$ cat config.mk
export PLATFORM = sky130hd
export DESIGN_NAME = instr_queue_flat
export DESIGN_NICKNAME = d
export VERILOG_FILES = /design/src/hdl/cpu_pkg.sv /design/src/hdl/iq_if.sv /design/src/hdl/instr_queue.sv /design/src/flat_wrapper.sv
export VERILOG_INCLUDE_DIRS = /design/src /design/src/hdl
export SDC_FILE = /design/constraint.sdc
export NUM_CORES = 1
export LEC_CHECK = 0
export ABC_AREA = 0
export BUFFER_PORTS_ARGS = -buffer_cell sky130_fd_sc_hd__buf_2
export CORE_MARGIN = 10
export CORE_UTILIZATION = 56
export CTS_CLUSTER_DIAMETER = 150
export DETAILED_ROUTE_END_ITERATION = 8
export PLACE_DENSITY = 0.75
export SYNTH_ARGS = -nofsm -noshare
export SYNTH_HDL_FRONTEND = slang
export SYNTH_SLANG_ARGS = --single-unit
$ cat constraint.sdc
create_clock -name clk -period 1.9 [get_ports clk]
set_clock_uncertainty 0.2 [all_clocks]
set_input_delay 0.095 -clock clk [delete_from_list [all_inputs] [get_ports clk]]
set_output_delay 0.095 -clock clk [all_outputs]
set_load 0.005 [all_outputs]
$ cat src/hdl/cpu_defs.svh
`ifndef CPU_DEFS_SVH
`define CPU_DEFS_SVH

// data path and instruction word width
`define WORD_W 16

// program and data address width
`define ADDR_W 12

// program memory words
// one per address, pc wraps at the top
`define PMEM_DEPTH 4096

// data memory words
`define DMEM_DEPTH 4096

// instruction queue entries
// nearly_full trips with one entry left
`define IQ_DEPTH 4

`endif

$ cat src/hdl/cpu_pkg.sv
`include "cpu_defs.svh"

package cpu_pkg;

    // basic data and address words
    typedef logic [`WORD_W-1:0] word_t;
    typedef logic [`ADDR_W-1:0] addr_t;

    // arithmetic unit operations
    typedef enum logic [3:0] {
        ALU_ADD  = 4'd0,
        ALU_SUB  = 4'd1,
        ALU_MUL  = 4'd2,
        ALU_DIV  = 4'd3,
        ALU_SHL  = 4'd4,
        ALU_SHR  = 4'd5,
        ALU_ROL  = 4'd6,
        ALU_ROR  = 4'd7,
        ALU_AND  = 4'd8,
        ALU_OR   = 4'd9,
        ALU_XOR  = 4'd10,
        ALU_NOR  = 4'd11,
        ALU_NAND = 4'd12,
        ALU_XNOR = 4'd13,
        ALU_GT   = 4'd14,
        ALU_EQ   = 4'd15
    } alu_op_t;

    // memory and branch operations
    // codes 5 to 7 all behave as no-op
    typedef enum logic [2:0] {
        MEM_LOAD  = 3'd0,
        MEM_STORE = 3'd1,
        MEM_JMP   = 3'd2,
        MEM_JZ    = 3'd3,
        MEM_HALT  = 3'd4,
        MEM_NOP   = 3'd5
    } mem_op_t;

    // kind 0 means acc op imm
    typedef struct packed {
        logic       kind;
        alu_op_t    op;
        logic [10:0] imm;
    } alu_instr_t;

    // kind 1 means memory access or branch
    typedef struct packed {
        logic    kind;
        mem_op_t op;
        addr_t   addr;
    } mem_instr_t;

    // one instruction word seen two ways
    // kind bit sits at 15 in both
    typedef union packed {
        alu_instr_t alu;
        mem_instr_t mem;
    } instr_u;

endpackage

$ cat src/hdl/iq_if.sv
// link between fetch, instruction queue and execute
interface iq_if;

    // fetch side
    logic            push;
    cpu_pkg::word_t  push_word;

    // execute side
    logic            pop;
    logic            flush;

    // queue status
    cpu_pkg::word_t  head_word;
    logic            empty;
    logic            nearly_full;

    // fetch unit
    modport producer (output push, output push_word, input nearly_full);

    // queue itself
    modport buffer (
        input  push, push_word, pop, flush,
        output head_word, empty, nearly_full
    );

    // execute unit
    modport consumer (output pop, output flush, input head_word, input empty);

endinterface

$ cat src/hdl/instr_queue.sv
`include "cpu_defs.svh"

module instr_queue (
    input  logic   clk,
    input  logic   rst,
    iq_if.buffer   iq
);

    localparam int PTR_W = $clog2(`IQ_DEPTH);
    localparam int CNT_W = $clog2(`IQ_DEPTH + 1);

    cpu_pkg::word_t    mem [`IQ_DEPTH];
    logic [PTR_W-1:0]  wr_ptr;
    logic [PTR_W-1:0]  rd_ptr;
    logic [CNT_W-1:0]  count;

    // explicit wrap, depth need not be a power of two
    function automatic logic [PTR_W-1:0] next_ptr(input logic [PTR_W-1:0] ptr);
        logic [PTR_W-1:0] nxt;
        if (ptr == PTR_W'(`IQ_DEPTH - 1)) begin
            nxt = '0;
        end else begin
            nxt = ptr + PTR_W'(1);
        end
        return nxt;
    endfunction

    // entry storage, push dropped on flush
    always_ff @(posedge clk) begin
        if (iq.push && !iq.flush) begin
            mem[wr_ptr] <= iq.push_word;
        end
    end

    always_ff @(posedge clk) begin
        if (rst || iq.flush) begin
            wr_ptr <= '0;
            rd_ptr <= '0;
            count  <= '0;
        end else begin
            if (iq.push) begin
                wr_ptr <= next_ptr(wr_ptr);
            end
            if (iq.pop) begin
                rd_ptr <= next_ptr(rd_ptr);
            end
            // simultaneous push and pop leaves count alone
            case ({iq.push, iq.pop})
                2'b10:   count <= count + CNT_W'(1);
                2'b01:   count <= count - CNT_W'(1);
                default: count <= count;
            endcase
        end
    end

    assign iq.head_word   = mem[rd_ptr];
    assign iq.empty       = (count == '0);
    // one or no free entry left
    assign iq.nearly_full = (count >= CNT_W'(`IQ_DEPTH - 1));

endmodule

$ cat src/flat_wrapper.sv
// flat-port wrapper written by rule: the top's interface ports become plain ports
module instr_queue_flat 
  (clk, rst, iq_push, iq_push_word, iq_pop, iq_flush, iq_head_word, iq_empty, iq_nearly_full);
  iq_if iq_i ();
  input  logic clk;
  input  logic rst;
  input wire logic [$bits(iq_i.push)-1:0] iq_push;
  input wire logic [$bits(iq_i.push_word)-1:0] iq_push_word;
  input wire logic [$bits(iq_i.pop)-1:0] iq_pop;
  input wire logic [$bits(iq_i.flush)-1:0] iq_flush;
  output wire logic [$bits(iq_i.head_word)-1:0] iq_head_word;
  output wire logic [$bits(iq_i.empty)-1:0] iq_empty;
  output wire logic [$bits(iq_i.nearly_full)-1:0] iq_nearly_full;
  assign iq_i.push = iq_push;
  assign iq_i.push_word = iq_push_word;
  assign iq_i.pop = iq_pop;
  assign iq_i.flush = iq_flush;
  assign iq_head_word = iq_i.head_word;
  assign iq_empty = iq_i.empty;
  assign iq_nearly_full = iq_i.nearly_full;
  instr_queue u_core (.clk(clk), .rst(rst), .iq(iq_i));
endmodule
# == Word level (Yosys, flattened, before mapping) ==
# Memory sizes are Yosys's and may differ from the RTL's. A register that Yosys moved wholly into a read port is not among the register bits.
# Index checks and enable logic that the tools add are counted.
# op_classes
n_addsub,4
magnitude_cmp,1
n_eq_ne,4
muxes,7
n_reduce_logical,5
# ops
operator,n
$mux W2,4
$eq A2 B2 Y1 const B,3
$pmux W3 S2,1
$add A2 B1 Y2 const B,2
$add A3 B1 Y3 const B,1
$ge A3 B2 Y1 const B,1
$logic_not A3 Y1,1
$sub A3 B1 Y3 const B,1
$eq A2 B1 Y1 const B,1
$mux W1,2
$reduce_bool A2 Y1,1
$logic_and A1 B1 Y1,1
$logic_not A1 Y1,1
$logic_or A1 B1 Y1,1
# word_totals
register_bits,7
ramBits,64
out_inout_bits,18
elab_cells,25
memories,1
# memory_table
memory,depth,width,rd,rd_clocked_by_memory_dff,wr,line,source
u_core.mem,4,16,1,1,1,instr_queue.sv:12,cpu_pkg::word_t mem [`IQ_DEPTH];

# == Logic depth before layout (Yosys ltp) ==
# depth
word_depth,4
ltp_mapped,7
mapped_depth_nobuf,7

# == Worst setup path before layout ==
# Ideal clock, no wire load.
# synth_path
path_kind,register -> register
from,reg u_core.count[0]
to,reg u_core.count[2]
t_arrival_ns,1.407
t_required_ns,1.630
setup_slack_ns,0.223
stages_incl_launch_ff,6
n_path_buf,0
period_less_slack_ns,1.677
path_cell_list,dfxtp_1 -> inv_1 -> fa_1 -> xor2_1 -> or3_1 -> a21oi_1
# synth_via
elab_chain_len,2
word_cells_on_any_way,3
cone_classes,add/sub (2); mux (1)
# synth_rtl
item,line,source
"start, declared",instr_queue.sv:15,logic [CNT_W-1:0] count;
"start signal, assigned",instr_queue.sv:49,2'b10: count <= count + CNT_W'(1);
"start signal, assigned",instr_queue.sv:50,2'b01: count <= count - CNT_W'(1);
"start signal, assigned",instr_queue.sv:51,default: count <= count;
$sub A3 B1 Y3 / $add A3 B1 Y3 (equally long branches),"instr_queue.sv:50, instr_queue.sv:49",
$pmux W3 S2 *,instr_queue.sv:48,"case ({iq.push, iq.pop})"
# Mark *: on every way between the ends. The rest lies on a longest branch, timed or not.
# A chain may end at the register's enable or synchronous reset.

==> metrics <==
CP Capture Type=output pin; I/O Pins=39; vias per cell=5.17; Reg clk slew, reported paths=roughly 0.08 ns; hold depth=4; Die Y-Extent=90.8 um; setup TNS=0 ns; CTS tree=done; final antenna-violating net count=0; Post-Syn Area=0.00281 mm^2; CTS root buffer=clkbuf_8; Seq/Total Area, Yosys=between 70% and 80%; gr ovfl total=0; largest net degree at the start of global routing=17; CTS max path bufs=2; #FFs+latches synth=73; WHS Endpoint=u_core.wr_ptr[0]; Row Count=25; Syn Area/Cell=20.8 um^2; crit path time final=1.85 ns; share of cells above drive strength 1=35.5%; area share of the largest cell type after synthesis=68.4%; nets=234; Cells after DPL=240; measured slew at the worst slew-check pin=0.851 ns; Syn Inst Count=135; Max Cap Viol=0; Yosys cell types=22; Starting DRT DRC Count=89; Die X=90.8 um; crit-path max FO=8; ANT cells=0; first-pass GRT wire length=just over 8000 um; Setup crit start kind=register; wire per inst=18.6 um; max layer used=met4; drc violations=0; Arr. time, crit path=1.55 ns; Mapped Nets=163; vias=~1,400; worst flop-to-flop path endpoint=u_core.mem[0][11]; Die Footprint=0.00825 mm^2; most area-hungry cell type in the Yosys netlist=edfxtp_1; DRT Pass-1 Iters=4; met1 WL=2060 um; status=finished, final reports clean; core area=about 0.0048 mm^2; R2R cell count=3; Worst EP required=around 1.6 ns; Final Hold Vio Count=0; met2 WL post-DR=2810 um; Worst-Skew Late Latency=0.34 ns; Met3 Wirelength=202 um; crit path kind=reg -> out; CTS Buf Count=9; min-delay src=iq_push; largest cells by area after synthesis=edfxtp_1 68%, mux4_2 8.0%, dfxtp_1 6.4%, mux4_1 5.6%, ha_1 2.7%; Area Overhead vs Synth=25.9%; clk sink count=73; Pwr Density=933 mW/mm^2; H-tree levels=3; post-detail-place hpwl=3370 um; Yosys warnings=0; final RePlAce weighted congestion=0.665; pre-CTS setup slack=0.0579 ns; vias in the first global route=1,630; relative slew slack=43.3%; RR Startpoint=u_core.wr_ptr[1]; Hold Crit Class=in -> reg; fin util=between 70% and 80%; port buffer count=38; P_leak=1.27 nW; Max Clk Rate=0.541 GHz; flop2flop setup slack=0.09 ns; total wire length=around 5200 um; initial antenna violation count=0; max-slew violation count=0; Final setup viols=0; RSZ-0062 raised after global routing=no; post-route setup slack=0.0506 ns; Total Routing Usage GR=13.2%; initial core utilization=58.7%; # Post-CTS Setup Buffers=0; Max rail drop VDD=0.610 mV; Final Non-Filler Cells=278; final worst-path cycle share=between 90% and 100%
## final cells by class
| type | count | area [um^2] |
|---|---|---|
| sequential | 73 | 2110 |
| tap | 67 | 83.8 |
| inverter | 7 | 26.3 |
| multi-input combinational | 50 | 624 |
| clock buffer | 9 | 124 |
| fill | 273 | 1250 |
| clock inverter | 7 | 93.8 |
| timing repair buffer | 65 | 478 |
## flip-flops by register name, summed over array words and instances (netlist names), named ones only
signal         count
u_core.rd_ptr      2
u_core.wr_ptr      2
u_core.count       3
u_core.mem        64
## through the flow
step                      hold WS, ns  area (um^2)  total power, mW
after detailed placement        0.113         3090             1.99
after global placement          0.107         3090             1.98
after floorplan              -0.00613         2810             1.91
after global routing           0.0899         3540             3.41
final                          0.0534         3540             3.30
after CTS                      0.0670         3540             3.32
## cell usage in the layout, fill, tap and decap left out, drive strengths merged
cell type and n:
edfxtp 64, buf 44, dlygate4sd3 21, mux4 16, clkbuf 9, dfxtp 9
nor2 8, inv 8, ha 6, and2 4, a21oi 4, clkinv 3
nor3b 2, xor2 2, mux2i 2, bufinv 2, a21o 1, nor3 1
or2 1, o21ai 1, or3 1, fa 1, clkinvlp 1
## worst max-delay path by stage
stage | depth (start not counted) | to | slack [ns]
floorplan | 5 | u_core.count[2] | 0.22
global placement | 3 | u_core.mem[0][2] | 0.16
detailed placement | 8 | u_core.count[2] | 0.06
CTS | 3 | iq_head_word[8] | 0.02
global route | 3 | iq_head_word[15] | 0.002
finish | 3 | iq_head_word[14] | 0.05
## logic make-up after synthesis
logic type,synth area share (%)
AOI/OAI and AO/OA,1.16
xor gates and xnor gates,0.624
adders and majority gates,3.39
buffers and inverters,2.54
DFF,74.8
muxes,14.3
and+or+nand+nor,3.12
## metal layers
layer	vias to the layer above	GRT usage, %
li1	671	-
met5	-	0
met2	30	23.0
met3	10	3.74
met4	0	7.05
met1	727	14.1
## report_power, final
group          switching [mW]  leakage [nW]  total [mW]  internal [mW]
combinational          0.0918         0.509       0.210          0.118
clock                   0.567         0.107        1.31          0.739
sequential             0.0135         0.656        1.79           1.77
## Yosys cell counts
cell,instances
and2_1,4
edfxtp_1,64
nor3_1,1
o21ai_0,1
nor3b_1,2
a21o_1,1
or2_2,1
a21oi_1,4
fa_1,1
nor2_1,8
or3_1,1
clkbuf_1,1
ha_1,6
buf_6,1
dfxtp_1,9
mux2i_1,2
mux4_1,6
inv_1,7
buf_2,2
buf_12,1
mux4_2,10
xor2_1,2
## worst max-delay path, cell delays in order, from the launching register on
cell	delay [ns]
dfxtp_4	0.40
buf_12	0.14
mux4_1	0.54
buf_2	0.14
## what timing repair did
action,in CTS,in global routing
resized for setup,4,3
endpoints found under the hold margin,73,0
hold buffers,21,0
setup endpoints to repair,3,3
gates cloned,1,0
Note: power is estimated with default switching activity, not from simulation.
